`config.mk`:
```
export PLATFORM = sky130hd
export DESIGN_NAME = arb_top
export DESIGN_NICKNAME = d
export VERILOG_FILES = /design/src/arb_pkg.sv /design/src/arb_win_if.sv /design/src/lzc.sv /design/src/rr_arb_tree.sv /design/src/arb_out_stage.sv /design/src/arb_top.sv
export SDC_FILE = /design/constraint.sdc
export NUM_CORES = 1
export LEC_CHECK = 0
export ABC_AREA = 1
export BUFFER_PORTS_ARGS = -buffer_cell sky130_fd_sc_hd__buf_2
export CORE_MARGIN = 4
export CORE_UTILIZATION = 42
export DETAILED_ROUTE_END_ITERATION = 10
export PLACE_DENSITY = 0.75
export SYNTH_ARGS = -nofsm -noshare
export SYNTH_HDL_FRONTEND = slang
export SYNTH_HIERARCHICAL = 1
export SYNTH_SLANG_ARGS = --single-unit
```
`constraint.sdc`:
```
create_clock -name clk_i -period 2.5 [get_ports clk_i]
set_input_delay 0.375 -clock clk_i [delete_from_list [all_inputs] [get_ports clk_i]]
set_output_delay 0.375 -clock clk_i [all_outputs]
set_load 0.03 [all_outputs]
```
`src/arb_pkg.sv`:
```
////////////////////////////////////////
// arbiter shared definitions
////////////////////////////////////////

`default_nettype none

package arb_pkg;

  ////////////////////////////////////////
  // default sizes

  // number of requesters, deliberately not a power of two
  localparam int unsigned NumInDefault     = 5;

  // payload width of one request
  localparam int unsigned DataWidthDefault = 16;

  // width of a requester index and of the round-robin priority
  localparam int unsigned IdxWidthDefault  = $clog2(NumInDefault);

  ////////////////////////////////////////
  // types

  // payload carried by one request
  typedef logic [DataWidthDefault-1:0] payload_t;

  // requester index, also used for the round-robin priority
  typedef logic [IdxWidthDefault-1:0]  idx_t;

endpackage : arb_pkg

`default_nettype wire

```
`src/arb_win_if.sv`:
```
////////////////////////////////////////
// arbiter winner channel
////////////////////////////////////////

`timescale 1ns/100ps
`default_nettype none

// carries the winning request from the arbitration tree to the output stage
// a transfer happens in every cycle with req and gnt both high
interface arb_win_if
  import arb_pkg::*;
();

  // the winner is valid
  logic     req;
  // the winner is taken, may depend on req
  logic     gnt;
  // payload of the winner, valid while req is high
  payload_t data;
  // source index of the winner, valid while req is high
  idx_t     idx;

  // arbitration side
  modport arb (
    output req,
    output data,
    output idx,
    input  gnt
  );

  // consumer side
  modport sink (
    input  req,
    input  data,
    input  idx,
    output gnt
  );

endinterface : arb_win_if

`default_nettype wire

```
`src/lzc.sv`:
```
////////////////////////////////////////
// trailing zero counter
////////////////////////////////////////

`timescale 1ns/100ps
`default_nettype none

module lzc import arb_pkg::*; #(
  parameter int unsigned Width = 2
) (
  input  logic [Width-1:0] in_i,
  output idx_t             cnt_o,
  output logic             empty_o
);

  // the input is padded up to a full binary tree
  localparam int unsigned NumLevels = $clog2(Width);
  localparam int unsigned NumLeaves = 2**NumLevels;
  localparam int unsigned NumNodes  = NumLeaves - 1;

  logic [NumLeaves-1:0] in_pad;
  idx_t [NumNodes-1:0]  idx_nodes;
  logic [NumNodes-1:0]  vld_nodes;

  // padding bits are zero so they never win
  assign in_pad = NumLeaves'(in_i);

  // node 0 is the root, node n has children 2n+1 and 2n+2
  for (genvar level = 0; level < NumLevels; level++) begin : gen_levels
    for (genvar l = 0; l < 2**level; l++) begin : gen_nodes
      localparam int unsigned Node = 2**level - 1 + l;
      logic sel;

      if (level == NumLevels - 1) begin : gen_leaf
        // take the upper bit only when the lower one is clear
        assign sel             = ~in_pad[2*l];
        assign vld_nodes[Node] = in_pad[2*l] | in_pad[2*l+1];
        assign idx_nodes[Node] = idx_t'(sel);
      end else begin : gen_inner
        localparam int unsigned Left = 2**(level+1) - 1 + 2*l;
        // the lower half wins whenever it holds any set bit
        assign sel             = ~vld_nodes[Left];
        assign vld_nodes[Node] = vld_nodes[Left] | vld_nodes[Left+1];
        assign idx_nodes[Node] = sel ?
          idx_t'({1'b1, idx_nodes[Left+1][NumLevels-level-2:0]}) :
          idx_t'({1'b0, idx_nodes[Left][NumLevels-level-2:0]});
      end
    end
  end

  // an all-zero input reports a count of zero
  assign empty_o = ~vld_nodes[0];
  assign cnt_o   = empty_o ? '0 : idx_nodes[0];

endmodule : lzc

`default_nettype wire

```
`src/rr_arb_tree.sv`:
```
////////////////////////////////////////
// round-robin arbitration tree
////////////////////////////////////////

`timescale 1ns/100ps
`default_nettype none

module rr_arb_tree import arb_pkg::*; #(
  parameter int unsigned NumIn     = NumInDefault,
  parameter int unsigned DataWidth = DataWidthDefault,
  parameter bit          FairArb   = 1'b1,
  parameter bit          LockIn    = 1'b1
) (
  input  logic                 clk_i,
  input  logic                 rst_ni,
  input  logic                 flush_i,
  input  logic     [NumIn-1:0] req_i,
  input  payload_t [NumIn-1:0] data_i,
  output logic     [NumIn-1:0] gnt_o,
  arb_win_if.arb               win
);

  localparam int unsigned NumLevels = $clog2(NumIn);
  localparam int unsigned NumNodes  = 2**NumLevels - 1;

  // per-node request, grant, index and payload, node 0 is the root
  logic [NumNodes-1:0]                req_nodes;
  logic [NumNodes-1:0]                gnt_nodes;
  idx_t [NumNodes-1:0]                idx_nodes;
  logic [NumNodes-1:0][DataWidth-1:0] data_nodes;

  // requests as seen by the tree, frozen while a decision is locked
  logic [NumIn-1:0] req_d;
  // rr_q holds the input with the highest priority
  idx_t             rr_q;
  idx_t             rr_d;
  logic             xfer;

  // the root of the tree carries the final decision
  assign win.req      = req_nodes[0];
  assign win.data     = data_nodes[0];
  assign win.idx      = idx_nodes[0];
  assign gnt_nodes[0] = win.gnt;

  assign xfer = win.req & win.gnt;

  ////////////////////////////////////////
  // decision lock

  if (LockIn) begin : gen_lock
    logic             lock_q;
    logic [NumIn-1:0] req_q;

    // while locked the tree keeps seeing last cycle's requests
    assign req_d = lock_q ? req_q : req_i;

    // a pending winner that was not taken locks the decision
    always_ff @(posedge clk_i or negedge rst_ni) begin : p_lock
      if (!rst_ni) begin
        lock_q <= 1'b0;
        req_q  <= '0;
      end else if (flush_i) begin
        lock_q <= 1'b0;
        req_q  <= '0;
      end else begin
        lock_q <= win.req & ~win.gnt;
        req_q  <= req_d;
      end
    end
  end else begin : gen_no_lock
    assign req_d = req_i;
  end

  ////////////////////////////////////////
  // next priority

  if (FairArb) begin : gen_fair
    logic [NumIn-1:0] upper_mask;
    logic [NumIn-1:0] lower_mask;
    idx_t             upper_idx;
    idx_t             lower_idx;
    logic             upper_empty;

    // split the requests around the index that is being served
    for (genvar i = 0; i < NumIn; i++) begin : gen_mask
      assign upper_mask[i] = (idx_t'(i) >  win.idx) ? req_d[i] : 1'b0;
      assign lower_mask[i] = (idx_t'(i) <= win.idx) ? req_d[i] : 1'b0;
    end

    lzc #(
      .Width   ( NumIn       )
    ) i_lzc_upper (
      .in_i    ( upper_mask  ),
      .cnt_o   ( upper_idx   ),
      .empty_o ( upper_empty )
    );

    // the served input itself sits in the lower half, so it is never empty on a transfer
    lzc #(
      .Width   ( NumIn       )
    ) i_lzc_lower (
      .in_i    ( lower_mask  ),
      .cnt_o   ( lower_idx   ),
      .empty_o (             )
    );

    // next waiting requester above the winner, else wrap to the lowest one
    assign rr_d = xfer ? (upper_empty ? lower_idx : upper_idx) : rr_q;
  end else begin : gen_plain
    // step the priority by one, independent of who is requesting
    assign rr_d = xfer ? ((rr_q == idx_t'(NumIn-1)) ? '0 : rr_q + 1'b1) : rr_q;
  end

  always_ff @(posedge clk_i or negedge rst_ni) begin : p_rr
    if (!rst_ni) begin
      rr_q <= '0;
    end else if (flush_i) begin
      rr_q <= '0;
    end else begin
      rr_q <= rr_d;
    end
  end

  ////////////////////////////////////////
  // arbitration tree

  for (genvar level = 0; level < NumLevels; level++) begin : gen_levels
    for (genvar l = 0; l < 2**level; l++) begin : gen_nodes
      localparam int unsigned Node = 2**level - 1 + l;

      if (level == NumLevels - 1) begin : gen_leaf
        if (2*l < NumIn - 1) begin : gen_pair
          logic sel;
          // upper input wins when the lower one idles or the priority bit says so
          assign sel              = ~req_d[2*l] | (req_d[2*l+1] & rr_q[NumLevels-1-level]);
          assign req_nodes[Node]  = req_d[2*l] | req_d[2*l+1];
          assign idx_nodes[Node]  = idx_t'(sel);
          assign data_nodes[Node] = sel ? data_i[2*l+1] : data_i[2*l];
          assign gnt_o[2*l]       = gnt_nodes[Node] & req_d[2*l] & ~sel;
          assign gnt_o[2*l+1]     = gnt_nodes[Node] & req_d[2*l+1] & sel;
        end else if (2*l == NumIn - 1) begin : gen_single
          // odd input count leaves one input without a partner
          assign req_nodes[Node]  = req_d[2*l];
          assign idx_nodes[Node]  = '0;
          assign data_nodes[Node] = data_i[2*l];
          assign gnt_o[2*l]       = gnt_nodes[Node] & req_d[2*l];
        end else begin : gen_pruned
          // leaf beyond the last input never requests
          assign req_nodes[Node]  = 1'b0;
          assign idx_nodes[Node]  = '0;
          assign data_nodes[Node] = '0;
        end
      end else begin : gen_inner
        localparam int unsigned Left = 2**(level+1) - 1 + 2*l;
        logic sel;

        assign sel              = ~req_nodes[Left] |
                                  (req_nodes[Left+1] & rr_q[NumLevels-1-level]);
        assign req_nodes[Node]  = req_nodes[Left] | req_nodes[Left+1];
        // the index grows by one bit per level on the way to the root
        assign idx_nodes[Node]  = sel ?
          idx_t'({1'b1, idx_nodes[Left+1][NumLevels-level-2:0]}) :
          idx_t'({1'b0, idx_nodes[Left][NumLevels-level-2:0]});
        assign data_nodes[Node] = sel ? data_nodes[Left+1] : data_nodes[Left];
        // the grant follows the selected path back down
        assign gnt_nodes[Left]   = gnt_nodes[Node] & ~sel;
        assign gnt_nodes[Left+1] = gnt_nodes[Node] & sel;
      end
    end
  end

endmodule : rr_arb_tree

`default_nettype wire

```
`src/arb_out_stage.sv`:
```
////////////////////////////////////////
// arbiter output register
////////////////////////////////////////

`timescale 1ns/100ps
`default_nettype none

module arb_out_stage import arb_pkg::*; (
  input  logic     clk_i,
  input  logic     rst_ni,
  arb_win_if.sink  win,
  output logic     req_o,
  output payload_t data_o,
  output idx_t     idx_o,
  input  logic     gnt_i
);

  // one held item with its source index
  logic     valid_q;
  payload_t data_q;
  idx_t     idx_q;
  logic     load;

  // accept when empty or when the held item leaves in this cycle
  assign win.gnt = ~valid_q | gnt_i;

  // a new item is taken on every transfer from the arbiter
  assign load = win.req & win.gnt;

  ////////////////////////////////////////
  // valid flag

  // while accepting, the next state is simply whether the arbiter offers an item
  always_ff @(posedge clk_i or negedge rst_ni) begin : p_valid
    if (!rst_ni) begin
      valid_q <= 1'b0;
    end else if (win.gnt) begin
      valid_q <= win.req;
    end
  end

  ////////////////////////////////////////
  // payload and index

  // held unchanged under back-pressure
  always_ff @(posedge clk_i) begin : p_payload
    if (load) begin
      data_q <= win.data;
      idx_q  <= win.idx;
    end
  end

  assign req_o  = valid_q;
  assign data_o = data_q;
  assign idx_o  = idx_q;

endmodule : arb_out_stage

`default_nettype wire

```
`src/arb_top.sv`:
```
////////////////////////////////////////
// request arbiter top
////////////////////////////////////////

`timescale 1ns/100ps
`default_nettype none

module arb_top import arb_pkg::*; #(
  parameter int unsigned NumIn     = NumInDefault,
  parameter int unsigned DataWidth = DataWidthDefault,
  parameter bit          FairArb   = 1'b1,
  parameter bit          LockIn    = 1'b1
) (
  input  logic                 clk_i,
  input  logic                 rst_ni,
  input  logic                 flush_i,
  // upstream requesters
  input  logic     [NumIn-1:0] req_i,
  input  payload_t [NumIn-1:0] data_i,
  output logic     [NumIn-1:0] gnt_o,
  // downstream consumer
  output logic                 req_o,
  output payload_t             data_o,
  output idx_t                 idx_o,
  input  logic                 gnt_i
);

  // winner channel between the tree and the output register
  arb_win_if win ();

  rr_arb_tree #(
    .NumIn     ( NumIn     ),
    .DataWidth ( DataWidth ),
    .FairArb   ( FairArb   ),
    .LockIn    ( LockIn    )
  ) i_arb (
    .clk_i   ( clk_i   ),
    .rst_ni  ( rst_ni  ),
    .flush_i ( flush_i ),
    .req_i   ( req_i   ),
    .data_i  ( data_i  ),
    .gnt_o   ( gnt_o   ),
    .win     ( win     )
  );

  // flush leaves the held item in place
  arb_out_stage i_out (
    .clk_i  ( clk_i  ),
    .rst_ni ( rst_ni ),
    .win    ( win    ),
    .req_o  ( req_o  ),
    .data_o ( data_o ),
    .idx_o  ( idx_o  ),
    .gnt_i  ( gnt_i  )
  );

  // the package types are sized for the defaults, so the parameters must fit them
  initial begin : p_param_check
    assert (NumIn >= 2 && $clog2(NumIn) <= IdxWidthDefault)
      else $fatal(1, "NumIn does not fit the index type");
    assert (DataWidth == DataWidthDefault)
      else $fatal(1, "DataWidth does not match the payload type");
  end

endmodule : arb_top

`default_nettype wire

```
==> run summary <==
Slowest-stage cell, CP -> dfrtp_2
internal power -> 1.05 mW
CP bufs+invs -> 3
reg2reg setup slack -> 60 ps
die area -> 0.00669 mm2
Via density -> 4.96
post-DP HPWL -> 5550 um
fin crit share -> 0.974
P_leak -> 1.63 nW
Synth Cell Area -> 0.00229 mm2
PD cells -> 539 mW/mm2
total number of vias -> 2504
chip width -> 81.8 um
utilization after layout -> 0.600
Net Sw Power -> 0.630 mW
Critical Path RT -> 2660 ps
Critical Path AT -> 2600 ps
final worst slack -> 64.4 ps
Flop pwr share -> 0.361
fin area -> 0.00312 mm2
n_diodes -> 0
hold slack final -> 341 ps
placed insts -> 490
crit-path cells -> inv_4, nand2_2, nand2_2, nand2_4, nor2_8, nor2_8, buf_4, buf_4, nand2_1, nor2_1, nor2_2, nand2_2, nor2_4, mux2_2, nand3_1, o21ai_1
Most Frequent Cell on Critical Path -> nand2_2
WL/cell -> 14.1 um
clk buf depth -> 2
core area -> 0.00520 mm2
pre-CTS setup slack -> -7.76 ps
CTS Sinks -> 29
hold path cells -> 2
Max VDD drop -> 0.000234 V
Critical Path Max Stage Delay -> 460 ps
largest net degree at the start of global routing -> 34
fin crit period -> 2440 ps
Combinational Power Share -> 0.404
CP delay by family, top -> simple AND/OR/NAND/NOR gates
Cell Rows -> 26
die height -> 81.8 um
Worst-path clk slew -> 60 ps
Tightest Hold Check Type -> input pin to flip-flop
nets -> 523
fin. max-slew vios -> 0
Initial DRC Count -> 152
Fmax -> 0.411 GHz
Clock Skew -> 5.16 ps
setup violators final -> 0
Final Wtd Congestion -> 0.895
first-pass GRT wire length -> 10700 um
antenna-violating nets left -> 0
Hold Vio Cnt, Final -> 0
syn_area_per_cell -> 7.50 um2
Worst Reg-to-Reg Cells -> 16
critical path depth -> 16
cts bufs inserted -> 5
layout cell share with drive strength beyond 1 -> 0.409
final std cells w/o fill -> 505
setup TNS -> 0 ps
root buf cell -> clkbuf_8
Overflow after GRT -> 0
Clock Latency Late Sink -> 280 ps
initial antenna violation count -> 0
Area Growth Syn to Fin -> 36.5%
TritonRoute pass-1 iters -> 4
GRT Util Overall -> 0.208
status -> finished clean
Max Cap Viol -> 0
RSZ-0062 raised after global routing -> yes
drt drc -> 0
Post-Synthesis Cells -> 305
I/O pin count -> 114
Clk pwr share -> 0.235
TritonCTS clock tree -> done
Starting Density -> 0.440
Sw Share -> 0.375
Synthesis Warnings -> 6
CP endpoint kind -> flip-flop
Max H-tree Level -> 2
I/O Buffers -> 113
Placed Area -> 0.00296 mm2
final wirelength -> 7130 um
CP startpoint kind -> flip-flop
crit path kind -> flip-flop to flip-flop
crit path max fanout -> 6
vias in the first global route -> 2421
Total Power -> 1.68 mW
## routing by layer
metal,up-vias,GRT usage,wire (um)
li1,1267,-,-
met4,0,0.0797,106
met1,1139,0.237,2860
met3,9,0.0296,520
met5,-,0,0
met2,89,0.389,3640
## power by group through the flow
stage	registers, mW	logic, mW	clock network (mW)
floorplan	0.711	0.359	0
global placement	0.615	0.648	0
detailed placement	0.618	0.662	0
CTS	0.609	0.665	0.410
global route	0.611	0.750	0.435
finish	0.608	0.680	0.395
## final cells by class
type / instances / area (um2)
inverter: 45 / 174
clock inverter: 2 / 8.76
sequential: 29 / 822
fill: 479 / 2080
timing repair buffer: 136 / 744
clock buffer: 6 / 82.6
tap: 70 / 87.6
multi-input combinational: 217 / 1200
## what timing repair did
item,4_1_cts,5_1_grt
gates resized for setup,1,8
hold buffers,1,0
endpoints found under the hold margin,10,0
buffers inserted,0,6
endpoints found under the setup margin,3,4
pin swaps,0,4
## registers in the layout, indices dropped and copies added (netlist names)
signal,cells
i_arb/gen_lock.req_q,5
i_out/idx_o,3
i_out/req_o,1
i_out/data_o,16
i_arb/gen_lock.lock_q,1
i_arb/rr_q,3
## cell usage in the layout (no fill, tap or decap), types with 2 or more instances in the layout
master,n
a21oi_1,20
a21oi_2,2
buf_2,113
buf_4,21
clkbuf_8,6
conb_1,3
dfrtp_1,9
edfxtp_1,19
inv_1,42
inv_4,2
mux2_2,2
nand2_1,68
nand2_2,10
nand2_4,5
nand3_1,37
nor2_1,13
nor2_2,2
nor2_4,3
nor2_8,3
nor3_1,6
o211ai_1,16
o21ai_0,14
o21ai_1,6
o21ai_4,2
## path summary, 6_finish.rpt
check / start / end
max: i_arb/gen_lock.lock_q / i_arb/rr_q[0]
min: flush_i / i_arb/gen_lock.req_q[3]
max reg2reg: i_arb/gen_lock.lock_q / i_arb/rr_q[0]
min reg2reg: i_arb/rr_q[1] / i_arb/rr_q[1]
max in group asynchronous: rst_ni / i_arb/gen_lock.lock_q
min in group asynchronous: rst_ni / i_arb/rr_q[2]
Power figures use the tool's default switching activity.
